`src/hdl/digital_core_params.svh`:
```
// Event path sizing constants
`ifndef DIGITAL_CORE_PARAMS_SVH
`define DIGITAL_CORE_PARAMS_SVH

////////////////////////////////////////////////////////////////////////////
// channel side
`define NUM_CHANNELS 4      // pixel channels in the bank
`define ADC_BITS 10         // SAR word
`define TS_BITS 24          // free running timestamp
`define HOLD_CYCLES 4       // sample high before strobe

////////////////////////////////////////////////////////////////////////////
// event word and transport
`define CHAN_ID_BITS 6      // channel field in event
`define CHIP_ID_BITS 8      // chip field in event
`define EVENT_BITS 48       // adc + ts + chan + chip
`define FIFO_DEPTH 8        // shared event fifo entries

`endif

```
`src/hdl/digital_core_pkg.sv`:
```
// Event path types
`default_nettype none

`include "digital_core_params.svh"

package digital_core_pkg;

    ////////////////////////////////////////////////////////////////////////////
    // field vectors
    typedef logic [`ADC_BITS-1:0] adc_word_t;           // one conversion
    typedef logic [`TS_BITS-1:0] timestamp_t;           // hit time
    typedef logic [`CHAN_ID_BITS-1:0] chan_id_t;        // channel index
    typedef logic [`CHIP_ID_BITS-1:0] chip_id_t;        // chip address

    // event layout, lsb first: adc 9:0, ts 33:10, chan 39:34, chip 47:40
    typedef logic [`EVENT_BITS-1:0] event_word_t;

    ////////////////////////////////////////////////////////////////////////////
    // state machines
    typedef enum logic [1:0] {
        IDLE,       // armed, waiting for hit
        HOLD,       // sample high, csa held
        CONVERT,    // strobe sent, waiting on done
        READY       // event waiting for router
    } chan_state_t;

    typedef enum logic [2:0] {
        TX_IDLE,    // line high, watching fifo
        TX_START,   // start bit
        TX_DATA,    // payload, lsb first
        TX_PARITY,  // odd parity
        TX_STOP     // stop bit
    } tx_state_t;

endpackage

`default_nettype wire

```
`src/hdl/channel_bank.sv`:
```
// Channel bank with shared timestamp
`timescale 1ns/1ps
`default_nettype none

`include "digital_core_params.svh"

module channel_bank (
    input wire logic clk,
    input wire logic rst_i,
    input wire logic [`NUM_CHANNELS-1:0] hit_i,
    input wire logic [`NUM_CHANNELS-1:0] done_i,
    input wire digital_core_pkg::adc_word_t [`NUM_CHANNELS-1:0] dout_i,
    input wire logic [`NUM_CHANNELS-1:0] channel_mask_i,
    input wire logic [`NUM_CHANNELS-1:0] ack_i,
    output logic [`NUM_CHANNELS-1:0] sample_o,
    output logic [`NUM_CHANNELS-1:0] strobe_o,
    output logic [`NUM_CHANNELS-1:0] ready_o,
    output digital_core_pkg::adc_word_t [`NUM_CHANNELS-1:0] adc_o,
    output digital_core_pkg::timestamp_t [`NUM_CHANNELS-1:0] ts_o
);

    digital_core_pkg::timestamp_t timestamp;    // one counter for every channel

    // free running, wraps at full scale
    always_ff @(posedge clk) begin
        if (rst_i) timestamp <= '0;
        else timestamp <= timestamp + 1'b1;
    end

    ////////////////////////////////////////////////////////////////////////////
    // one controller per pixel
    for (genvar g = 0; g < `NUM_CHANNELS; g++) begin : g_chan
        channel_ctrl u_channel_ctrl (
            .clk         (clk),
            .rst_i       (rst_i),
            .hit_i       (hit_i[g]),
            .done_i      (done_i[g]),
            .dout_i      (dout_i[g]),
            .mask_i      (channel_mask_i[g]),
            .timestamp_i (timestamp),
            .ack_i       (ack_i[g]),
            .sample_o    (sample_o[g]),
            .strobe_o    (strobe_o[g]),
            .ready_o     (ready_o[g]),
            .adc_o       (adc_o[g]),
            .ts_o        (ts_o[g])
        );
    end

endmodule

`default_nettype wire

```
`src/hdl/channel_ctrl.sv`:
```
// Pixel channel controller
`timescale 1ns/1ps
`default_nettype none

`include "digital_core_params.svh"

module channel_ctrl (
    input wire logic clk,
    input wire logic rst_i,
    input wire logic hit_i,                             // discriminator fired
    input wire logic done_i,                            // adc conversion finished
    input wire digital_core_pkg::adc_word_t dout_i,     // adc result
    input wire logic mask_i,                            // high disables channel
    input wire digital_core_pkg::timestamp_t timestamp_i,
    input wire logic ack_i,                             // router took the event
    output logic sample_o,                              // hold csa output
    output logic strobe_o,                              // start adc
    output logic ready_o,                               // event waiting
    output digital_core_pkg::adc_word_t adc_o,
    output digital_core_pkg::timestamp_t ts_o
);

    localparam int HOLD_W = $clog2(`HOLD_CYCLES + 1);

    digital_core_pkg::chan_state_t state_q;
    logic [HOLD_W-1:0] hold_cnt;        // cycles spent in hold
    logic strobe_q;
    logic hold_last;

    assign hold_last = (hold_cnt == HOLD_W'(`HOLD_CYCLES - 1));

    ////////////////////////////////////////////////////////////////////////////
    // hit -> hold -> convert -> ready
    always_ff @(posedge clk) begin
        if (rst_i) begin
            state_q <= digital_core_pkg::IDLE;
            hold_cnt <= '0;
            strobe_q <= 1'b0;
        end else begin
            strobe_q <= 1'b0;                           // strobe is one cycle
            case (state_q)
                digital_core_pkg::IDLE: begin
                    if (hit_i && !mask_i) begin
                        state_q <= digital_core_pkg::HOLD;
                        hold_cnt <= '0;
                    end
                end
                digital_core_pkg::HOLD: begin
                    if (hold_last) begin
                        state_q <= digital_core_pkg::CONVERT;
                        strobe_q <= 1'b1;               // first cycle after sample
                    end else begin
                        hold_cnt <= hold_cnt + 1'b1;
                    end
                end
                digital_core_pkg::CONVERT: begin
                    if (done_i) state_q <= digital_core_pkg::READY;
                end
                digital_core_pkg::READY: begin
                    if (ack_i) state_q <= digital_core_pkg::IDLE;  // rearm after ack
                end
                default: state_q <= digital_core_pkg::IDLE;
            endcase
        end
    end

    // event payload, timestamp at hit and adc at done
    always_ff @(posedge clk) begin
        if (state_q == digital_core_pkg::IDLE && hit_i && !mask_i) ts_o <= timestamp_i;
        if (state_q == digital_core_pkg::CONVERT && done_i) adc_o <= dout_i;
    end

    assign sample_o = (state_q == digital_core_pkg::HOLD);
    assign strobe_o = strobe_q;
    assign ready_o = (state_q == digital_core_pkg::READY);     // level until ack

endmodule

`default_nettype wire

```
`config.mk`:
```
export PLATFORM = sky130hd
export DESIGN_NAME = channel_bank
export DESIGN_NICKNAME = d
export VERILOG_FILES = /design/src/hdl/digital_core_pkg.sv /design/src/hdl/channel_bank.sv /design/src/hdl/channel_ctrl.sv
export VERILOG_INCLUDE_DIRS = /design/src /design/src/hdl
export SDC_FILE = /design/constraint.sdc
export NUM_CORES = 1
export LEC_CHECK = 0
export BUFFER_PORTS_ARGS = -buffer_cell sky130_fd_sc_hd__buf_4
export CAP_MARGIN = 30
export CORE_MARGIN = 2
export CORE_UTILIZATION = 30
export DETAILED_ROUTE_END_ITERATION = 10
export SLEW_MARGIN = 20
export SYNTH_ARGS = -nofsm -noshare
export SYNTH_HDL_FRONTEND = slang
export SYNTH_SLANG_ARGS = --single-unit
```
`constraint.sdc`:
```
create_clock -name clk -period 2.1 [get_ports clk]
set_input_delay 0.315 -clock clk [delete_from_list [all_inputs] [get_ports clk]]
set_output_delay 0.315 -clock clk [all_outputs]
set_load 0.1 [all_outputs]
```
==> metrics.cfg <==
[critical_path]
reg2reg_to=g_chan[1].u_channel_ctrl.state_q[1]$_SDFFE_PP0P_
crit_fanout=8
cp_slowest_cell=a2111oi_0
critPathRequiredTime_ps=2410
cpPeakStageDelay_ps=460
worst-path-buf-inv=2
worstRegToRegCells=7
path_class=register to register
r2r_setup_slack_ps=190
start_kind=register
cp.arrival_ps=2230
r2r_start=g_chan[1].u_channel_ctrl.state_q[1]$_SDFFE_PP0P_
endpoint_kind=register
cpLargestDelayFamily=compound AO/OA/AOI/OAI gates
path_cells=inv_1, ha_1, nor2b_1, a2111oi_0, buf_4, mux2i_1, nor2_1

[sta]
period_share=0.911
whs_ps=59.8
drv_slew=0
fin_skew_ps=9.64
slew_headroom=0.606
period_needed_ps=1910
timing.fmax_mhz=522
tns_ps=0
tightestPinTransition_ps=591
hold_viol=0
worst_slack_ps=186
setup_viol=0
rsz0062_at_grt=no

[grt]
grt_overflow=0
grt_first_pass_wirelength_um=23400
antenna_found_initial=0
grtUsageTotal=0.126
grt_pass1_vias=4571
grt_max_degree=25

[power]
p_total_mw=11.9
p_leak_nw=3.72
peakVddDrop_uv=460
power_density_nw_per_um2=1270

[layout]
drive_gt1_frac=0.391
final_cells=970
synthToLayoutAreaGrowth_pct=37.8
insertedDiodeCount=0
final_nets=757

[route]
first_iter_violations=182
dr.pass1.iters=4
drc=0
drt-total-wl_um=15000
wl_per_cell_um=15.4
vias=4300
ant_nets=0
routed_via_density=4.43

[clock_network]
tritoncts=done
clk_latency_ps=430
clkSlewWorstSetupHoldPaths_ps=80
cts_hold_buf=0
cts_max_path_buffers=2
cts_resized=0
htreeDepth=4
post_cts_buffers=0
cts_buffers=17
cts-root-buf=clkbuf_16
cts_sinks=184

[logic_synthesis]
synth.avg_cell_area_um2=15.2
synthesis.nets=531
synth_warnings=0
yosysTopAreaCellShare=0.602
yosysTopAreaCell=edfxtp_1
synthTopCellsByArea=edfxtp_1 (60%), dfxtp_1 (14%), ha_1 (5.0%)
synth-seq-cells=184
syn_inst=446
synth_cell_types=40
yosysSeqAreaShare=0.743
syn_area_um2=6790

[floorplanning]
ios=206
start_util=0.303
die_w_um=154
die-area_um2=23800
die_y_um=154
design.core.area_um2=22400
row_count=55

[place]
dp_hpwl_um=10700
port_buffers=205
dp.cells=938
place.gp.congestion=0.767
preCtsSetupSlack_ps=181

[run]
maxCapViolCount=0

[outcome]
status=finished clean

[worst_hold_path]
hp-class=input pin to register
hold_start=dout_i[9]
hold_depth=1
hold_end=g_chan[0].u_channel_ctrl.adc_o[9]$_DFFE_PP_

layout by cell type (no fill, tap or decap), drive strengths merged, types with 2 or more instances in the layout:
cell type,count
a2111oi,3
a211oi,5
a21o,2
a21oi,13
and2,14
and4,5
buf,225
clkbuf,17
clkinv,6
clkinvlp,3
dfxtp,48
edfxtp,136
ha,27
inv,27
mux2i,14
nand2,11
nand2b,5
nand3,9
nand4,7
nor2,44
nor2b,20
nor3,2
nor4,2
o21ai,9
or3,9
or4,3
xnor2,5
xor2,7
Yosys cell counts:
cell	number
mux2i_1	14
inv_1	21
nor4_1	2
xor2_1	7
nand4_1	6
a222oi_1	1
a2111oi_0	1
or3_2	1
nand3_1	9
ha_1	27
clkbuf_1	5
a2111oi_1	2
nand2_1	11
or3_1	7
and4_1	4
and3_1	1
a211oi_1	5
nor2_1	44
nor3_1	2
o31ai_1	1
and2_1	14
edfxtp_1	136
mux2_2	1
xnor2_1	5
a2bb2oi_1	1
or4_1	1
buf_4	12
or4_4	2
clkbuf_2	1
dfxtp_1	48
a21oi_1	13
or3_4	1
a311oi_1	1
o41ai_1	1
o21ai_0	9
a21o_1	2
and4_2	1
nand4_4	1
nand2b_1	5
nor2b_1	20
per-stage QoR:
stage / util / area, um2
2_1_floorplan: - / 6790
3_3_place_gp: 0.390 / 8760
3_5_place_dp: 0.390 / 8760
4_1_cts: 0.417 / 9350
5_1_grt: 0.417 / 9350
6_report: 0.417 / 9350
power by group:
part / internal, mW / leakage (nW) / total, mW / switching [mW]
Clock: 1.60 / 0.276 / 3.14 / 1.55
Sequential: 4.35 / 1.67 / 4.51 / 0.165
Combinational: 1.02 / 1.78 / 4.22 / 3.20
Total: 6.96 / 3.72 / 11.9 / 4.91
sequential cells by signal, summed over array words and instances, names as in the netlist:
signal and count:
g_chan.u_channel_ctrl.state_q 8, g_chan.u_channel_ctrl.adc_o 40, g_chan.u_channel_ctrl.hold_cnt 12, timestamp 24, g_chan.u_channel_ctrl.strobe_o 4, g_chan.u_channel_ctrl.ts_o 96
how the worst max path moves through the flow:
stage | startpoint | end | slack [ps] | depth (start not counted)
final | g_chan[1].u_channel_ctrl.state_q[1]$_SDFFE_PP0P_ | g_chan[1].u_channel_ctrl.state_q[1]$_SDFFE_PP0P_ | 190 | 7
after global routing | timestamp[1]$_SDFF_PP0_ | timestamp[16]$_SDFF_PP0_ | 120 | 5
after CTS | g_chan[0].u_channel_ctrl.state_q[1]$_SDFFE_PP0P_ | g_chan[0].u_channel_ctrl.state_q[1]$_SDFFE_PP0P_ | 160 | 6
after detailed placement | g_chan[0].u_channel_ctrl.state_q[1]$_SDFFE_PP0P_ | g_chan[0].u_channel_ctrl.state_q[1]$_SDFFE_PP0P_ | 180 | 6
after global placement | g_chan[0].u_channel_ctrl.state_q[1]$_SDFFE_PP0P_ | g_chan[0].u_channel_ctrl.state_q[1]$_SDFFE_PP0P_ | 270 | 6
after floorplan | g_chan[3].u_channel_ctrl.state_q[0]$_SDFFE_PP0P_ | g_chan[3].u_channel_ctrl.ts_o[0]$_DFFE_PP_ | 5 | 4
metal layers:
metal,global-route usage,part of all wire,up-vias
li1,-,-,2068
met1,0.143,0.41,2089
met2,0.226,0.52,130
met4,0.0459,0.011,0
met5,0,0,-
met3,0.0364,0.056,13
area by class of cell:
| class | count | area (um2) |
|---|---|---|
| inverter | 21 | 78.8 |
| tap | 285 | 357 |
| timing repair buffer | 225 | 1710 |
| fill | 2074 | 13100 |
| clock buffer | 17 | 425 |
| multi-input combinational | 223 | 1570 |
| sequential | 184 | 5040 |
| clock inverter | 15 | 163 |
kinds of logic after synthesis:
family,synth area share
AND/OR/NAND/NOR,0.106
flip-flops,0.743
AO/OA/AOI/OAI,0.0347
XOR/XNOR,0.0155
multiplexers,0.0223
adder cells (fa/ha/maj),0.0498
buffers and inverters,0.0284
Power figures use the tool's default switching activity.
