===== src/hdl/digital_core_params.svh =====
// Event path sizing constants
`ifndef DIGITAL_CORE_PARAMS_SVH
`define DIGITAL_CORE_PARAMS_SVH

////////////////////////////////////////////////////////////////////////////
// channel side
`define NUM_CHANNELS 4      // pixel channels in the bank
`define ADC_BITS 10         // SAR word
`define TS_BITS 24          // free running timestamp
`define HOLD_CYCLES 4       // sample high before strobe

////////////////////////////////////////////////////////////////////////////
// event word and transport
`define CHAN_ID_BITS 6      // channel field in event
`define CHIP_ID_BITS 8      // chip field in event
`define EVENT_BITS 48       // adc + ts + chan + chip
`define FIFO_DEPTH 8        // shared event fifo entries

`endif


===== src/hdl/digital_core_pkg.sv =====
// Event path types
`default_nettype none

`include "digital_core_params.svh"

package digital_core_pkg;

    ////////////////////////////////////////////////////////////////////////////
    // field vectors
    typedef logic [`ADC_BITS-1:0] adc_word_t;           // one conversion
    typedef logic [`TS_BITS-1:0] timestamp_t;           // hit time
    typedef logic [`CHAN_ID_BITS-1:0] chan_id_t;        // channel index
    typedef logic [`CHIP_ID_BITS-1:0] chip_id_t;        // chip address

    // event layout, lsb first: adc 9:0, ts 33:10, chan 39:34, chip 47:40
    typedef logic [`EVENT_BITS-1:0] event_word_t;

    ////////////////////////////////////////////////////////////////////////////
    // state machines
    typedef enum logic [1:0] {
        IDLE,       // armed, waiting for hit
        HOLD,       // sample high, csa held
        CONVERT,    // strobe sent, waiting on done
        READY       // event waiting for router
    } chan_state_t;

    typedef enum logic [2:0] {
        TX_IDLE,    // line high, watching fifo
        TX_START,   // start bit
        TX_DATA,    // payload, lsb first
        TX_PARITY,  // odd parity
        TX_STOP     // stop bit
    } tx_state_t;

endpackage

`default_nettype wire


===== src/hdl/event_fifo_if.sv =====
// Event FIFO bus
`timescale 1ns/1ps
`default_nettype none

interface event_fifo_if;

    logic wr_en;                                // push strobe
    digital_core_pkg::event_word_t wr_data;     // word to push
    logic full;                                 // no room left
    logic empty;                                // nothing stored
    digital_core_pkg::event_word_t rd_data;     // oldest entry, show-ahead
    logic rd_en;                                // pop strobe

    // router side
    modport writer (
        output wr_en, wr_data,
        input full
    );

    // storage
    modport fifo (
        input wr_en, wr_data, rd_en,
        output full, empty, rd_data
    );

    // serial tx side
    modport reader (
        output rd_en,
        input rd_data, empty
    );

endinterface

`default_nettype wire


===== src/hdl/event_fifo.sv =====
// Shared event FIFO
`timescale 1ns/1ps
`default_nettype none

`include "digital_core_params.svh"

module event_fifo #(
    parameter int DEPTH = `FIFO_DEPTH       // entries
) (
    input wire logic clk,
    input wire logic rst_i,
    event_fifo_if.fifo fifo_bus
);

    localparam int AW = (DEPTH > 1) ? $clog2(DEPTH) : 1;
    localparam int CW = $clog2(DEPTH + 1);

    digital_core_pkg::event_word_t mem [DEPTH];
    logic [AW-1:0] wr_ptr;
    logic [AW-1:0] rd_ptr;
    logic [CW-1:0] count;       // occupancy
    logic push;
    logic pop;

    assign push = fifo_bus.wr_en && !fifo_bus.full;
    assign pop = fifo_bus.rd_en && !fifo_bus.empty;

    ////////////////////////////////////////////////////////////////////////////
    // pointers and occupancy
    always_ff @(posedge clk) begin
        if (rst_i) begin
            wr_ptr <= '0;
            rd_ptr <= '0;
            count <= '0;
        end else begin
            if (push) wr_ptr <= (wr_ptr == AW'(DEPTH - 1)) ? '0 : wr_ptr + 1'b1;
            if (pop) rd_ptr <= (rd_ptr == AW'(DEPTH - 1)) ? '0 : rd_ptr + 1'b1;
            case ({push, pop})
                2'b10: count <= count + 1'b1;
                2'b01: count <= count - 1'b1;
                default: count <= count;        // both or neither
            endcase
        end
    end

    // storage
    always_ff @(posedge clk) begin
        if (push) mem[wr_ptr] <= fifo_bus.wr_data;
    end

    assign fifo_bus.rd_data = mem[rd_ptr];      // show-ahead
    assign fifo_bus.full = (count == CW'(DEPTH));
    assign fifo_bus.empty = (count == '0);

endmodule

`default_nettype wire


===== src/flat_wrapper.sv =====
// flat-port wrapper written by rule: the top's interface ports become plain ports
module event_fifo_flat 
#(
    parameter int DEPTH = `FIFO_DEPTH                 
)
  (clk, rst_i, fifo_bus_wr_en, fifo_bus_wr_data, fifo_bus_rd_en, fifo_bus_full, fifo_bus_empty, fifo_bus_rd_data);
  event_fifo_if fifo_bus_i ();
  input wire logic clk;
  input wire logic rst_i;
  input wire logic [$bits(fifo_bus_i.wr_en)-1:0] fifo_bus_wr_en;
  input wire logic [$bits(fifo_bus_i.wr_data)-1:0] fifo_bus_wr_data;
  input wire logic [$bits(fifo_bus_i.rd_en)-1:0] fifo_bus_rd_en;
  output wire logic [$bits(fifo_bus_i.full)-1:0] fifo_bus_full;
  output wire logic [$bits(fifo_bus_i.empty)-1:0] fifo_bus_empty;
  output wire logic [$bits(fifo_bus_i.rd_data)-1:0] fifo_bus_rd_data;
  assign fifo_bus_i.wr_en = fifo_bus_wr_en;
  assign fifo_bus_i.wr_data = fifo_bus_wr_data;
  assign fifo_bus_i.rd_en = fifo_bus_rd_en;
  assign fifo_bus_full = fifo_bus_i.full;
  assign fifo_bus_empty = fifo_bus_i.empty;
  assign fifo_bus_rd_data = fifo_bus_i.rd_data;
  event_fifo #(.DEPTH(DEPTH)) u_core (.clk(clk), .rst_i(rst_i), .fifo_bus(fifo_bus_i));
endmodule

===== config.mk =====
export PLATFORM = sky130hd
export DESIGN_NAME = event_fifo_flat
export DESIGN_NICKNAME = d
export VERILOG_FILES = /design/src/hdl/digital_core_pkg.sv /design/src/hdl/event_fifo_if.sv /design/src/hdl/event_fifo.sv /design/src/flat_wrapper.sv
export VERILOG_INCLUDE_DIRS = /design/src /design/src/hdl
export SDC_FILE = /design/constraint.sdc
export NUM_CORES = 1
export LEC_CHECK = 0
export ABC_CLOCK_PERIOD_IN_PS = 7300
export BUFFER_PORTS_ARGS = -buffer_cell sky130_fd_sc_hd__buf_2
export CELL_PAD_IN_SITES_DETAIL_PLACEMENT = 0
export CELL_PAD_IN_SITES_GLOBAL_PLACEMENT = 1
export CORE_MARGIN = 5
export CORE_UTILIZATION = 54
export DETAILED_ROUTE_END_ITERATION = 16
export PLACE_DENSITY = 0.9
export REMOVE_ABC_BUFFERS = 1
export SKIP_CTS_REPAIR_TIMING = 1
export SYNTH_ARGS = -nofsm -noshare
export SYNTH_HDL_FRONTEND = slang
export SYNTH_SLANG_ARGS = --single-unit

===== constraint.sdc =====
create_clock -name clk -period 7.3 [get_ports clk]
set_input_delay 0.365 -clock clk [delete_from_list [all_inputs] [get_ports clk]]
set_output_delay 0.365 -clock clk [all_outputs]
set_load 0.05 [all_outputs]

==> results of run 1 <==
[critical path: stages, from the launching register on]
cell and delay, ns:
dfxtp_4 0.99, buf_4 0.83, mux4_1 0.68, mux2_4 0.29, buf_2 0.21
[layer usage]
metal,GRT usage,vias up,share of wire
met5,0,-,0.0030
met4,0.0476,14,0.022
met3,0.0445,62,0.069
met2,0.302,207,0.51
met1,0.249,3591,0.40
li1,-,2964,-
[final timing paths]
check                                start                     endpoint  slack (ns)  cells past startpoint
max                                   flop         fifo_bus_rd_data[25]        3.35                      4
min                   fifo_bus_wr_data[12]  u_core.mem[2][12]$_DFFE_PP_        0.11                      1
max reg2reg   u_core.count[1]$_SDFFE_PP0P_  u_core.mem[6][13]$_DFFE_PP_        4.40                      5
min reg2reg  u_core.rd_ptr[2]$_SDFFE_PP0N_                         flop        0.51                      2
[cell type report]
| cell class | instances | area (sq um) | area share |
|---|---|---|---|
| multi-input cells | 205 | 3400 | 0.194 |
| repair buffers | 115 | 611 | 0.0348 |
| well taps | 378 | 473 | 0.0270 |
| diodes | 1 | 2.50 | 0.000143 |
| clock buffers | 53 | 1070 | 0.0611 |
| flip-flops and latches | 397 | 11800 | 0.673 |
| clock inverters | 17 | 171 | 0.00978 |
| inverters | 1 | 3.75 | 0.000214 |
[per-stage QoR]
step	util	std cells	cell area [sq um]	worst slack [ns]
global route	0.628	1166	17500	3.02
finish	0.628	1167	17500	3.35
detailed placement	0.583	1096	16300	3.77
global placement	0.583	1096	16300	3.87
CTS	0.628	1166	17500	3.23
floorplan	-	603	15100	1.32
[power by group]
part,switching (mW),internal (mW)
Sequential,0.113,2.61
Clock,0.789,1.14
Combinational,0.783,0.561
[cell usage after synthesis, drive strengths merged]
library cell  count  area, sq um
a21bo             1         10.0
a21oi             7         35.0
a32o              1         10.0
and2              1         6.26
buf              18          171
clkbuf           12         52.6
dfxtp            13          260
edfxtp          384        11500
ha                7         87.6
inv               1         3.75
mux2             49          702
mux2i             2         20.0
mux4             96         2250
nand2             6         22.5
nand2b            3         18.8
nand3b            1         7.51
nor2             10         37.5
nor2b             1         6.26
nor3              6         30.0
nor3b             2         15.0
nor4              2         12.5
o21ai             2         10.0
o22ai             1         6.26
o41ai             1         16.3
or3               2         12.5
or3b              1         8.76
xor2              3         26.3
[sequential cells by signal, summed over array words and instances, names as in the netlist, named ones only]
name,flops
u_core.rd_ptr,3
u_core.mem,384
u_core.wr_ptr,3
u_core.count,4
[cell families after synthesis]
kind of cell | after synthesis
flops | 397
mux | 147
simple gates | 35
buf+inv | 31
compound gates | 13
fa+ha+maj | 7
xor+xnor | 3
==> results.cfg, run 1 <==
[timing]
finalSetupTns_ns = 0
slew_headroom = 0.270
min_period_over_period = 0.541
fmax_ghz = 0.253
hold_viol_final = 0
fin_skew_ns = 0.0126
rsz0062_at_grt = false
final_max_slew_viol_count = 0
fin_crit_ns = 3.95
setup_violations = 0
worst_pin_slew_ns = 1.10
hold_ws_ns = 0.112

[min_path]
hold_class = primary input to flop

[cts]
cts_tree = built
htree_levels = 2
clk_pin_slew_ns = 0.06
cts_buffer_depth = 3
cts_sinks = 397
cts-root-buf = clkbuf_16
clk_latency_ns = 0.51
cts_buffers = 40

[detailed_routing]
wirelength_mm = 28.3
ant_nets = 0
vias = 6838
drt_iter0_markers = 550
post-route-drc-count = 0
first_pass_iters = 4
via_per_inst = 5.86
wl_per_cell_um = 24.3

[power_and_ir_drop]
p_total_mw = 5.99
p_per_area_mw_per_mm2 = 342
vdd_ir_drop_max_mv = 0.219
p_leak_nw = 5.75

[synth]
ys_types = 33
netlist_instances = 633
synth_compound_area_frac = 0.00570
muxShareOfSynthArea = 0.193
netlist_area_sq_mm = 0.0154
synth-simple-area-share = 0.0116
yosysWarnings = 0
synthAdderAreaFrac = 0.00570
yosys.area_share.xor_xnor = 0.00171
ys_seq_area_frac = 0.767
synth_top_family_by_area = multiplexers
synth-seq-cells = 397
synth_area_per_cell_sq_um = 24.3

[final_layout]
layout_commonest_cell = edfxtp_1
fill_cells = 1872
final_cell_mix = 384 x edfxtp_1, 101 x buf_2, 73 x mux4_2
nets = 819
synthToLayoutAreaGrowth_pct = 14.1
drive_gt1_frac = 0.383

[flow_run]
cap_violations = 0

[critical_path]
start_kind = flop
arrival_ns = 3.58
critPathRequiredTime_ns = 6.93
crit_type = flop to output pin
end_kind = output pin
critPathMaxFanout = 49

[floorplan]
die_y_um = 179
rows = 61
start_util = 0.550
die_x_um = 179
ios = 102
coreArea_sq_mm = 0.0279
die_area_sq_mm = 0.0319

[placement]
place.gp.congestion = 0.747
port_buffers = 101
hpwl_mm = 15.8

[grt]
antenna_found_initial = 8
grt_pass1_wl_mm = 43.4
grt_overflow = 0
grt_start_max_net_pins = 69
grt_util_all_layers = 0.183
first_global_vias = 7366

[outcome]
status = finished clean
Power figures use the tool's default switching activity.
==> run 2, diff against run 1 <==
Settings changed: ABC_CLOCK_PERIOD_IN_PS 7300 to 3400, CORE_UTILIZATION 54 to 48, PLACE_DENSITY 0.9 to 0.85.
Clock period 7.3 ns to 3.4 ns, I/O delays scaled along.
==> run 2 against run 1 <==
Against the previous run:
- highest routed layer unchanged
- power up 120%
- sequential cell count is the same
- routed wire length is 3.0% higher
- setup slack worse by 2.9 ns
- sequential power rose by 110%
- final area up 4.0%
- non-clock buffer count is 60 higher
- global-route usage shrank 1.9 points
- clock power grew 120%
- die area increased by 12%
- register-to-register slack got worse by 3.6 ns
- count of clock-buffer cells in the layout shrank 5
==> results.cfg, run 2 (synthesis gave the netlist of run 1 again) <==
[detailed_routing]
drt_iter0_markers = 501
post-route-drc-count = 0
first_pass_iters = 5
via_per_inst = 5.56
wirelength_mm = 29.2
wl_per_cell_um = 23.4
ant_nets = 0
vias = 6946

[flow_run]
cap_violations = 0

[final_layout]
reg_top3 = u_core.mem x384, u_core.count x4
synthToLayoutAreaGrowth_pct = 18.6
finalNonFillerCells = 1249
drive_gt1_frac = 0.370
regMostFlops = u_core.mem
largest_reg_flops = 384
nets = 879
design_area_sq_mm = 0.0182
layout_commonest_cell = edfxtp_1
diodes = 0
final_cell_mix = 384 x edfxtp_1, 101 x buf_2, 73 x mux4_2

[critical_path]
critPathMaxFanout = 28
arrival_ns = 2.73
endpoint = fifo_bus_rd_data[46]
r2r_setup_slack_ns = 0.82
worstReg2RegStart = u_core.count[0]$_SDFFE_PP0P_
end_kind = output pin
start_kind = flop
crit_type = flop to output pin
rr_worst_depth = 9
critPathRequiredTime_ns = 3.23
reg2reg_to = u_core.count[2]$_SDFFE_PP0P_

[floorplan]
die_x_um = 189
rows = 65
coreArea_sq_mm = 0.0316
start_util = 0.487
die_y_um = 189
die_area_sq_mm = 0.0357
ios = 102

[cts]
cts-root-buf = clkbuf_16
htree_levels = 2
cts_sinks = 397
cts_tree = built
clk_latency_ns = 0.52
cts_buffer_depth = 3
clk_pin_slew_ns = 0.06
cts_buffers = 40

[grt]
first_global_vias = 7186
grt_start_max_net_pins = 49
grt_pass1_wl_mm = 44.1
grt_overflow = 0
grt_util_all_layers = 0.164
antenna_found_initial = 2

[power_and_ir_drop]
vdd_ir_drop_max_mv = 0.472
p_leak_nw = 6.04
p_per_area_mw_per_mm2 = 721

[outcome]
status = finished clean

[timing]
finalSetupTns_ns = 0
setup_violations = 0
min_period_over_period = 0.853
hold_viol_final = 0
rsz0062_at_grt = false
fin_skew_ns = 0.0142
slew_headroom = 0.471
fin_ws_ns = 0.500
worst_pin_slew_ns = 0.794
final_max_slew_viol_count = 0
fmax_ghz = 0.345
fin_crit_ns = 2.90

[placement]
hpwl_mm = 16.3
port_buffers = 101
placed_area_sq_mm = 0.0164
dp_cells = 1131
place.gp.congestion = 0.674
pre_cts_ws_ns = 0.872

[min_path]
hold_class = primary input to flop
-- run 2: cell types whose count changed in the layout (fill, tap and decap cells not counted), moves of 2 or more --
cell	before	now
buf_12	0	3
bufinv_16	3	6
clkbuf_1	12	8
buf_4	14	22
dlygate4sd3_1	0	49
clkinv_1	4	7
clkinv_4	2	0
-- run 2: layout make-up --
class,instances,area [sq um]
fillers,2250,13300
flip-flops and latches,397,11800
multi-input cells,205,3400
repair buffers,175,1220
clock buffers,48,1030
well taps,402,503
clock inverters,21,267
inverters,1,3.75
-- run 2: power breakdown --
| part | internal (mW) | switching [mW] |
|---|---|---|
| clock network | 2.62 | 1.70 |
| logic | 1.28 | 1.76 |
| registers | 5.60 | 0.191 |
-- run 2: worst min-delay path by stage --
| stage | slack (ns) | cells after the start | start | to |
|---|---|---|---|---|
| 6_report | 0.05 | 4 | fifo_bus_rd_en | flop |
| 5_1_grt | 0.08 | 4 | fifo_bus_rd_en | flop |
| 4_1_cts | -0.11 | 1 | fifo_bus_wr_data[12] | u_core.mem[0][12]$_DFFE_PP_ |
| 3_5_place_dp | 0.44 | 1 | fifo_bus_wr_data[6] | u_core.mem[7][6]$_DFFE_PP_ |
| 3_3_place_gp | 0.43 | 1 | fifo_bus_wr_data[44] | u_core.mem[0][44]$_DFFE_PP_ |
| 2_1_floorplan | 0.24 | 1 | rst_i | u_core.count[2]$_SDFFE_PP0P_ |
-- run 2: per-stage QoR --
stage	hold slack, ns	util	power, mW
finish	0.0503	0.578	13.1
global route	0.0801	0.578	13.7
detailed placement	0.442	0.521	8.93
floorplan	0.239	-	8.33
global placement	0.433	0.521	8.89
CTS	-0.105	0.562	13.3
-- run 2: metal layers --
| metal | routed length (um) | vias up | track usage |
|---|---|---|---|
| met5 | 23 | - | 0 |
| met4 | 497 | 4 | 0.0390 |
| met3 | 1320 | 47 | 0.0348 |
| met2 | 14500 | 179 | 0.263 |
| met1 | 12900 | 3636 | 0.235 |
| li1 | - | 3080 | - |
-- run 2: critical path, stage by stage (launching register included) --
cell and delay [ns]:
dfxtp_4 0.72, buf_4 0.39, mux4_1 0.60, mux2_4 0.28, buf_2 0.21
