File: src/hdl/digital_core_params.svh
// Event path sizing constants
`ifndef DIGITAL_CORE_PARAMS_SVH
`define DIGITAL_CORE_PARAMS_SVH

////////////////////////////////////////////////////////////////////////////
// channel side
`define NUM_CHANNELS 4      // pixel channels in the bank
`define ADC_BITS 10         // SAR word
`define TS_BITS 24          // free running timestamp
`define HOLD_CYCLES 4       // sample high before strobe

////////////////////////////////////////////////////////////////////////////
// event word and transport
`define CHAN_ID_BITS 6      // channel field in event
`define CHIP_ID_BITS 8      // chip field in event
`define EVENT_BITS 48       // adc + ts + chan + chip
`define FIFO_DEPTH 8        // shared event fifo entries

`endif

File: src/hdl/digital_core_pkg.sv
// Event path types
`default_nettype none

`include "digital_core_params.svh"

package digital_core_pkg;

    ////////////////////////////////////////////////////////////////////////////
    // field vectors
    typedef logic [`ADC_BITS-1:0] adc_word_t;           // one conversion
    typedef logic [`TS_BITS-1:0] timestamp_t;           // hit time
    typedef logic [`CHAN_ID_BITS-1:0] chan_id_t;        // channel index
    typedef logic [`CHIP_ID_BITS-1:0] chip_id_t;        // chip address

    // event layout, lsb first: adc 9:0, ts 33:10, chan 39:34, chip 47:40
    typedef logic [`EVENT_BITS-1:0] event_word_t;

    ////////////////////////////////////////////////////////////////////////////
    // state machines
    typedef enum logic [1:0] {
        IDLE,       // armed, waiting for hit
        HOLD,       // sample high, csa held
        CONVERT,    // strobe sent, waiting on done
        READY       // event waiting for router
    } chan_state_t;

    typedef enum logic [2:0] {
        TX_IDLE,    // line high, watching fifo
        TX_START,   // start bit
        TX_DATA,    // payload, lsb first
        TX_PARITY,  // odd parity
        TX_STOP     // stop bit
    } tx_state_t;

endpackage

`default_nettype wire

File: src/hdl/event_fifo_if.sv
// Event FIFO bus
`timescale 1ns/1ps
`default_nettype none

interface event_fifo_if;

    logic wr_en;                                // push strobe
    digital_core_pkg::event_word_t wr_data;     // word to push
    logic full;                                 // no room left
    logic empty;                                // nothing stored
    digital_core_pkg::event_word_t rd_data;     // oldest entry, show-ahead
    logic rd_en;                                // pop strobe

    // router side
    modport writer (
        output wr_en, wr_data,
        input full
    );

    // storage
    modport fifo (
        input wr_en, wr_data, rd_en,
        output full, empty, rd_data
    );

    // serial tx side
    modport reader (
        output rd_en,
        input rd_data, empty
    );

endinterface

`default_nettype wire

File: src/hdl/uart_tx.sv
// Event serializer
`timescale 1ns/1ps
`default_nettype none

`include "digital_core_params.svh"

module uart_tx (
    input wire logic clk,
    input wire logic rst_i,
    event_fifo_if.reader fifo_bus,
    output logic piso_o             // serial event out, idles high
);

    localparam int BW = $clog2(`EVENT_BITS);

    digital_core_pkg::tx_state_t state_q;
    digital_core_pkg::event_word_t shift_q;     // payload, shifts right
    logic [BW-1:0] bit_cnt;                     // data bit position
    logic par_q;                                // running odd parity
    logic pop;

    // pop as soon as idle and something is stored
    assign pop = (state_q == digital_core_pkg::TX_IDLE) && !fifo_bus.empty;
    assign fifo_bus.rd_en = pop;

    ////////////////////////////////////////////////////////////////////////////
    // frame sequencing, 1 + 48 + 1 + 1 bits
    always_ff @(posedge clk) begin
        if (rst_i) begin
            state_q <= digital_core_pkg::TX_IDLE;
            bit_cnt <= '0;
        end else begin
            case (state_q)
                digital_core_pkg::TX_IDLE: begin
                    if (pop) state_q <= digital_core_pkg::TX_START;
                end
                digital_core_pkg::TX_START: begin
                    state_q <= digital_core_pkg::TX_DATA;
                    bit_cnt <= '0;
                end
                digital_core_pkg::TX_DATA: begin
                    bit_cnt <= bit_cnt + 1'b1;
                    if (bit_cnt == BW'(`EVENT_BITS - 1)) state_q <= digital_core_pkg::TX_PARITY;
                end
                digital_core_pkg::TX_PARITY: state_q <= digital_core_pkg::TX_STOP;
                digital_core_pkg::TX_STOP: state_q <= digital_core_pkg::TX_IDLE;
                default: state_q <= digital_core_pkg::TX_IDLE;
            endcase
        end
    end

    // load on pop, then shift one bit per data cycle
    always_ff @(posedge clk) begin
        if (pop) begin
            shift_q <= fifo_bus.rd_data;
            par_q <= 1'b1;                      // odd: seed with one
        end else if (state_q == digital_core_pkg::TX_DATA) begin
            shift_q <= shift_q >> 1;
            par_q <= par_q ^ shift_q[0];
        end
    end

    always_comb begin
        case (state_q)
            digital_core_pkg::TX_START: piso_o = 1'b0;
            digital_core_pkg::TX_DATA: piso_o = shift_q[0];   // lsb first
            digital_core_pkg::TX_PARITY: piso_o = par_q;
            default: piso_o = 1'b1;             // idle and stop
        endcase
    end

endmodule

`default_nettype wire

File: src/flat_wrapper.sv
// flat-port wrapper written by rule: the top's interface ports become plain ports
module uart_tx_flat 
  (clk, rst_i, piso_o, fifo_bus_rd_en, fifo_bus_rd_data, fifo_bus_empty);
  event_fifo_if fifo_bus_i ();
  input wire logic clk;
  input wire logic rst_i;
  output logic piso_o;
  output wire logic [$bits(fifo_bus_i.rd_en)-1:0] fifo_bus_rd_en;
  input wire logic [$bits(fifo_bus_i.rd_data)-1:0] fifo_bus_rd_data;
  input wire logic [$bits(fifo_bus_i.empty)-1:0] fifo_bus_empty;
  assign fifo_bus_rd_en = fifo_bus_i.rd_en;
  assign fifo_bus_i.rd_data = fifo_bus_rd_data;
  assign fifo_bus_i.empty = fifo_bus_empty;
  uart_tx u_core (.clk(clk), .rst_i(rst_i), .fifo_bus(fifo_bus_i), .piso_o(piso_o));
endmodule
File: config.mk
export PLATFORM = sky130hd
export DESIGN_NAME = uart_tx_flat
export DESIGN_NICKNAME = d
export VERILOG_FILES = /design/src/hdl/digital_core_pkg.sv /design/src/hdl/event_fifo_if.sv /design/src/hdl/uart_tx.sv /design/src/flat_wrapper.sv
export VERILOG_INCLUDE_DIRS = /design/src /design/src/hdl
export SDC_FILE = /design/constraint.sdc
export NUM_CORES = 1
export LEC_CHECK = 0
export ABC_AREA = 1
export BUFFER_PORTS_ARGS = -buffer_cell sky130_fd_sc_hd__buf_2
export CAP_MARGIN = 20
export CORE_MARGIN = 3
export CORE_UTILIZATION = 54
export DETAILED_ROUTE_END_ITERATION = 12
export PLACE_DENSITY = 0.86
export SYNTH_ARGS = -nofsm -noshare
export SYNTH_HDL_FRONTEND = slang
export SYNTH_SLANG_ARGS = --single-unit
File: constraint.sdc
create_clock -name clk -period 3 [get_ports clk]
set_input_delay 0.3 -clock clk [delete_from_list [all_inputs] [get_ports clk]]
set_output_delay 0.3 -clock clk [all_outputs]
set_load 0.01 [all_outputs]
==> results of run 1 <==
==> power groups by stage <==
stage | combinational (mW) | clock (mW) | sequential, mW
final | 0.455 | 0.668 | 1.21
after global routing | 0.526 | 0.719 | 1.23
after CTS | 0.462 | 0.682 | 1.21
after detailed placement | 0.456 | 0 | 1.23
after global placement | 0.436 | 0 | 1.22
after floorplan | 0.332 | 0 | 1.21
==> metal layers <==
layer | vias up | routed length, µm | global-route usage (%)
met2 | 68 | 2270 | 28.2
met4 | 0 | 51 | 7.31
met1 | 852 | 2060 | 23.7
met5 | - | 0 | 0
met3 | 4 | 315 | 6.54
li1 | 1008 | - | -
==> cells in the final DEF (no fill, tap or decap), drive strengths merged <==
cell type	n
clkinv	5
clkinvlp	1
bufinv	1
a21oi	5
o211ai	1
clkbuf	9
ha	1
edfxtp	48
buf	55
inv	13
nand2	162
nand3	12
nor2	12
dfxtp	10
o21ai	5
==> state kept, by name (all words and copies together), names as in the netlist <==
name and count:
u_core.state_q 3, u_core.bit_cnt 6, u_core.shift_q 48, u_core.par_q 1
==> cell families after synthesis <==
kind of cell | synth area share (%)
adder cells (fa/ha/maj) | 0.489
buffers and inverters | 4.50
flip-flops | 64.2
AND/OR/NAND/NOR | 28.6
AO/OA/AOI/OAI | 2.25
==> critical path: stages (launching register included) <==
cell and delay (ps):
dfxtp_1 360, nor2_4 150, nand2_2 80, nor2_4 330, buf_4 380, buf_2 190
==> metrics by stage <==
stage	instance area (µm²)	worst slack (ps)	utilization, %
after floorplan	2560	740	-
after global placement	2850	1140	63.7
after detailed placement	2850	1050	63.7
after CTS	3040	854	67.8
after global routing	3040	737	67.8
final	3040	872	67.8
==> worst paths after layout <==
| path | startpoint | to | slack [ps] | depth (start not counted) |
|---|---|---|---|---|
| setup / recovery | u_core.state_q[2] | fifo_bus_rd_en | 870 | 5 |
| setup reg to reg | u_core.state_q[2] | u_core.shift_q[38] | 1040 | 6 |
| hold / removal | rst_i | u_core.bit_cnt[1] | 170 | 2 |
| hold reg to reg | u_core.par_q | u_core.par_q | 480 | 2 |
==> final cells by class <==
type                            instances  share of cell area, %
Sequential cell                        58                   54.1
Multi-Input combinational cell        198                   26.4
Timing Repair Buffer                   55                   9.73
Clock buffer                            9                   4.08
Tap cell                               52                   2.14
Clock inverter                          7                   1.98
Inverter                               13                   1.61
==> results.json, run 1 <==
{
  "grt_usage_pct": 18.3,
  "p_switching_uw": 662,
  "multi_input_area_um2": 801,
  "wl_um": 4700,
  "post-cts-setup-buffer-count": 0,
  "fillCellCount": 352,
  "initialDrtViolationCount": 108,
  "cts_num_sinks": 58,
  "p_clk_share_pct": 28.6,
  "synth_edf_count": 48,
  "die_h_um": 74.8,
  "path_class": "reg2out",
  "leakage_nw": 1.42,
  "die_width_um": 74.8,
  "synth_top_area_share_pct": 56.4,
  "nets": 387,
  "vias_per_cell": 4.93,
  "power.total_mw": 2.33,
  "ys_top_cells_by_area": "edfxtp_1 56%, nand2_1 24%, dfxtp_1 7.8%, nand3_1 2.3%, inv_1 1.8%",
  "syn-num-nets": 332,
  "synth_area_um2": 2560,
  "num_io_pins": 53,
  "htree_levels": 3,
  "hold_violations": 0,
  "cts.hold.buffers_added": 0,
  "hpwlAfterDp_um": 3180,
  "rsz0062_at_grt": "no",
  "maxCapViolCount": 0,
  "swShare_pct": 28.4,
  "setup_viol": 0,
  "crit_required_ps": 2700,
  "status": "finished clean",
  "relSlewSlack_pct": 51.3,
  "tns_ps": 0,
  "seqPwrFrac_pct": 51.9,
  "grt_antenna_before_repair": 0,
  "root_buffer": "clkbuf_8",
  "yosys.area.top_type": "edfxtp_1",
  "intPower_mw": 1.67,
  "clock.fmax_mhz": 470,
  "ir_drop_uv": 492,
  "die_area_um2": 5600,
  "clk_pin_slew_ps": 60,
  "maxSlewViolCount": 0,
  "cts_tree": "yes",
  "gp_congestion": 0.804,
  "stdcell_count": 392,
  "synth_most_common_cell": "nand2_1",
  "wl_per_cell_um": 12.0,
  "netlist_top_cells_count": "161 x nand2_1, 48 x edfxtp_1, 12 x inv_1, 12 x nand3_1",
  "core_area_um2": 4470,
  "grt_pass1_vias": 1749,
  "yosys_warnings": 0,
  "cts_buffers": 9,
  "min_period_ps": 2130,
  "clock_latency_ps": 330,
  "drive_gt1_share_pct": 21.8,
  "yosysUniqueCellTypes": 16,
  "firstDrtPassIters": 4,
  "ys_seq_elements": 58,
  "diodes": 0,
  "grt_max_degree": 50,
  "grt_pass1_wl_um": 7510,
  "syn_avg_cell_area_um2": 9.13,
  "initial_core_util_pct": 57.2,
  "tightest_slew_ps": 729,
  "synth_flop_cell": "edfxtp_1",
  "power_frac_comb_pct": 19.5,
  "synth.yosys.seq_area_share_pct": 64.2,
  "finClkSkew_ps": 5.94,
  "worstPathMaxFanout": 33,
  "portBuffers": 52,
  "seqCellArea_um2": 1640,
  "finalCritPeriodShare_pct": 70.9,
  "post-route-drc-count": 0,
  "p_per_area_nw_per_um2": 769,
  "vias": 1932,
  "syn_to_final_growth_pct": 18.7,
  "min_path_type": "in2reg",
  "ys_async_sr_fraction_pct": 0,
  "overflow": 0,
  "syn_inst": 280,
  "cp.arrival_ps": 1830,
  "endpoint_kind": "primary output",
  "row_count": 24,
  "fin_hold_ws_ps": 168,
  "startpoint_type": "register",
  "ctsLongestPathBuffers": 2,
  "dp.cells": 376,
  "cts_resized": 0,
  "ant_nets": 0
}
Note: power is estimated with default switching activity, not from simulation.
==> inputs of run 2 (changes only) <==
Clock period 3 ns to 2.2 ns, I/O delays scaled along.
==> results.json, run 2 (synthesis gave the netlist of run 1 again) <==
{
  "swShare_pct": 28.4,
  "die_width_um": 74.8,
  "cts_num_sinks": 58,
  "cp_cell_sequence": "inv_1, nand2_2, nor2_4, buf_4, inv_2, nand2_1, nand2_1",
  "post-route-drc-count": 0,
  "wl_per_cell_um": 12.7,
  "clock_latency_ps": 330,
  "cts.hold.buffers_added": 0,
  "grt_pass1_vias": 1851,
  "relSlewSlack_pct": 50.4,
  "layout_commonest_cell": "nand2_1",
  "rsz0062_at_grt": "no",
  "nets": 389,
  "intPower_mw": 2.27,
  "p_per_area_nw_per_um2": 1050,
  "slowest_stage": "inv_2",
  "cts_buffers": 9,
  "crit_path_frequent_cell": "nand2_1",
  "grt_pass1_wl_um": 8100,
  "firstDrtPassIters": 5,
  "cts_resized": 0,
  "gp_congestion": 0.865,
  "crit_required_ps": 2390,
  "tightest_slew_ps": 744,
  "post-cts-setup-buffer-count": 0,
  "vias_per_cell": 5.09,
  "initialDrtViolationCount": 162,
  "vias": 2001,
  "fin_util_pct": 67.8,
  "grt_usage_pct": 20.0,
  "slowest_delay_ps": 560,
  "cp.arrival_ps": 2040,
  "p_clk_share_pct": 28.1,
  "power.total_mw": 3.18,
  "worstPathMaxFanout": 49,
  "die_h_um": 74.8,
  "fin_hold_ws_ps": 79.5,
  "syn_to_final_growth_pct": 18.5,
  "seqPwrFrac_pct": 52.3,
  "setup_viol": 0,
  "ant_nets": 0,
  "min_period_ps": 1850,
  "status": "finished clean",
  "min_path_type": "in2reg",
  "p_switching_uw": 903,
  "finClkSkew_ps": 9.15,
  "critical-path-top-delay-family": "buffers and inverters",
  "path_class": "reg2reg",
  "startpoint_type": "register",
  "finalCritPeriodShare_pct": 84.2,
  "dp.cells": 378,
  "preCtsSetupSlack_ps": 469,
  "grt_antenna_before_repair": 0,
  "fin_ws_ps": 348,
  "top_regs": "u_core.shift_q (48), u_core.bit_cnt (6), u_core.state_q (3)",
  "num_io_pins": 53,
  "seqCellArea_um2": 1640,
  "leakage_nw": 1.42,
  "power_frac_comb_pct": 19.6,
  "wl_um": 5000,
  "ctsLongestPathBuffers": 2,
  "overflow": 0,
  "core_area_um2": 4470,
  "row_count": 24,
  "final_cell_mix": "161 x nand2_1, 52 x buf_2, 48 x edfxtp_1",
  "grt_max_degree": 50,
  "largest-register": "u_core.shift_q",
  "cts_tree": "yes",
  "hold_violations": 0,
  "htree_levels": 3,
  "initial_core_util_pct": 57.2,
  "hpwlAfterDp_um": 3200,
  "crit_buf_inv": 3,
  "clock.fmax_mhz": 540,
  "maxSlewViolCount": 0,
  "drive_gt1_share_pct": 21.4,
  "largest_reg_flops": 48,
  "die_area_um2": 5600,
  "stdcell_count": 393,
  "design_area_um2": 3030,
  "place_area_um2": 2860,
  "maxCapViolCount": 0,
  "multi_input_area_um2": 801,
  "ir_drop_uv": 540,
  "portBuffers": 52,
  "clk_pin_slew_ps": 60,
  "fillCellCount": 348,
  "endpoint_kind": "register",
  "tns_ps": 0,
  "diodes": 0,
  "root_buffer": "clkbuf_8"
}
-- run 2: cell type report --
class / count / share of cell area, %
flip-flops and latches: 58 / 54.1
multi-input cells: 198 / 26.4
repair buffers: 57 / 9.82
clock buffers: 10 / 4.21
well taps: 52 / 2.15
inverters: 13 / 1.73
clock inverters: 5 / 1.53
-- run 2: power by group through the flow --
| stage | Combinational [mW] | Sequential, mW | Clock (mW) |
|---|---|---|---|
| global placement | 0.593 | 1.67 | 0 |
| detailed placement | 0.618 | 1.67 | 0 |
| CTS | 0.631 | 1.66 | 0.909 |
| global route | 0.722 | 1.69 | 0.954 |
| finish | 0.622 | 1.66 | 0.894 |
| floorplan | 0.458 | 1.65 | 0 |
-- run 2: final timing paths --
path	startpoint	endpoint	slack [ps]	cells past startpoint
min	rst_i	u_core.bit_cnt[1]	80	2
max	u_core.state_q[1]	u_core.shift_q[40]	350	7
min reg2reg	u_core.par_q	u_core.par_q	490	2
max reg2reg	u_core.state_q[1]	u_core.shift_q[40]	350	7
-- run 2: per-layer routing --
metal / track usage, % / vias to the layer above / wire [µm]
met5: 0 / - / 0
met1: 25.0 / 875 / 2120
met4: 15.0 / 0 / 238
met3: 6.28 / 26 / 333
met2: 29.0 / 88 / 2310
li1: - / 1012 / -
==> inputs of run 3 (changes only) <==
Settings changed: CORE_UTILIZATION 54 to 49, PLACE_DENSITY 0.86 to 0.82.
Clock period 2.2 ns to 1.7 ns, I/O delays scaled along.
==> results.json, run 3 (synthesis gave the netlist of run 1 again) <==
{
  "status": "finished clean",
  "design_area_um2": 3180,
  "nets": 392,
  "grt_pass1_wl_um": 8240,
  "diodes": 0,
  "crit_required_ps": 1740,
  "min_period_ps": 1610,
  "clock.fmax_mhz": 620,
  "post-route-drc-count": 0,
  "die_area_um2": 6120,
  "wl_per_cell_um": 12.4,
  "initial_core_util_pct": 52.4,
  "row_count": 25,
  "syn_to_final_growth_pct": 24.5,
  "gp_congestion": 0.799,
  "maxSlewViolCount": 0,
  "critical-path-top-delay-family": "buffers and inverters",
  "cts.hold.buffers_added": 0,
  "overflow": 0,
  "clock_latency_ps": 330,
  "ant_nets": 0,
  "root_buffer": "clkbuf_8",
  "hpwlAfterDp_um": 3300,
  "place_area_um2": 2910,
  "path_class": "reg2reg",
  "firstDrtPassIters": 4,
  "setup_viol": 0,
  "p_clk_share_pct": 30.4,
  "p_per_area_nw_per_um2": 1380,
  "clk_pin_slew_ps": 60,
  "cts_tree": "yes",
  "swShare_pct": 27.6,
  "vias": 1976,
  "grt_antenna_before_repair": 0,
  "die_h_um": 78.2,
  "drive_gt1_share_pct": 24.7,
  "crit_path_frequent_cell": "nor2_4",
  "ctsLongestPathBuffers": 2,
  "hold_violations": 0,
  "startpoint_type": "register",
  "relSlewSlack_pct": 51.1,
  "ir_drop_uv": 631,
  "grt_max_degree": 50,
  "power.total_mw": 4.40,
  "tightest_slew_ps": 733,
  "crit_buf_inv": 3,
  "cts_num_sinks": 58,
  "rsz0062_at_grt": "yes",
  "worstPathMaxFanout": 24,
  "htree_levels": 3,
  "layout_commonest_cell": "nand2_1",
  "finClkSkew_ps": 6.60,
  "leakage_nw": 1.48,
  "largest-register": "u_core.shift_q",
  "grt_pass1_vias": 1869,
  "top_regs": "u_core.shift_q (48), u_core.bit_cnt (6), u_core.state_q (3)",
  "core_area_um2": 4880,
  "portBuffers": 52,
  "seqPwrFrac_pct": 48.8,
  "slowest_delay_ps": 360,
  "slowest_stage": "dfxtp_2",
  "num_io_pins": 53,
  "cts_buffers": 9,
  "min_path_type": "in2reg",
  "finalCritPeriodShare_pct": 94.8,
  "cp_cell_sequence": "nor2_4, nand2_2, nor2_4, buf_6, nor2_4, clkinvlp_4, buf_12",
  "wl_um": 5100,
  "cp.arrival_ps": 1650,
  "p_switching_mw": 1.22,
  "initialDrtViolationCount": 83,
  "vias_per_cell": 4.81,
  "die_width_um": 78.2,
  "maxCapViolCount": 0,
  "power_frac_comb_pct": 20.8,
  "largest_reg_flops": 48,
  "intPower_mw": 3.19,
  "final_cell_mix": "161 x nand2_1, 52 x buf_2, 48 x edfxtp_1",
  "grt_usage_pct": 17.7,
  "endpoint_kind": "register",
  "fin_util_pct": 65.2
}
## run 3: changes by cell type in the layout (fill, tap and decap cells not counted), moves of 2 or more
| cell | previous run | this run |
|---|---|---|
| buf_12 | 0 | 3 |
| buf_4 | 5 | 3 |
| dfxtp_1 | 10 | 7 |
| dfxtp_2 | 0 | 3 |
| nor2_1 | 10 | 8 |
| nor2_4 | 2 | 4 |
| clkinv_1 | 3 | 1 |
## run 3: metrics by stage
stage | setup slack, ps | setup TNS [ps] | hold WS, ps | std cells
final | 88.4 | 0 | 39.2 | 411
after global placement | 210 | 0 | 376 | 393
after CTS | 3.02 | 0 | 20.8 | 408
after detailed placement | 172 | 0 | 374 | 393
after floorplan | -125 | -5990 | 235 | 280
after global routing | -18.4 | -159 | 23.8 | 411
## run 3: worst register-to-register path, cell delays in order, from the launching register on
cell	delay, ps
dfxtp_2	360
nor2_4	120
nand2_2	70
nor2_4	190
buf_6	140
nor2_4	40
clkinvlp_4	180
buf_12	210
## run 3: what timing repair did
action,in CTS,in global routing
gates resized for setup,2,4
pin swaps,0,2
cloned,0,1
setup endpoints to repair,1,3
setup buffers,0,2
## run 3: metal layers
| metal | vias up | global-route usage, % | routed length, µm |
|---|---|---|---|
| met4 | 0 | 7.69 | 72 |
| met5 | - | 0 | 0 |
| met3 | 6 | 7.34 | 390 |
| li1 | 1016 | - | - |
| met1 | 885 | 23.4 | 2290 |
| met2 | 69 | 25.7 | 2350 |
## run 3: area by class of cell
| cell class | count | area, µm² |
|---|---|---|
| fill | 406 | 1700 |
| sequential | 58 | 1650 |
| multi-input combinational | 198 | 816 |
| timing repair buffer | 60 | 379 |
| clock buffer | 9 | 124 |
| tap | 67 | 83.8 |
| clock inverter | 6 | 82.6 |
| inverter | 13 | 52.6 |
## run 3: final timing paths
| path | start | end | slack, ps | cells past startpoint |
|---|---|---|---|---|
| worst max register to register | u_core.state_q[2] | u_core.shift_q[41] | 90 | 7 |
| worst min register to register | u_core.par_q | u_core.par_q | 460 | 2 |
| worst min-delay path | rst_i | u_core.state_q[1] | 40 | 2 |
| worst max-delay path | u_core.state_q[2] | u_core.shift_q[41] | 90 | 7 |
## run 3: power groups by stage
stage	combinational, mW	sequential [mW]	clock (mW)
global placement	0.819	2.15	0
global route	1.05	2.18	1.43
floorplan	0.610	2.14	0
CTS	0.869	2.15	1.36
finish	0.916	2.15	1.34
detailed placement	0.855	2.16	0
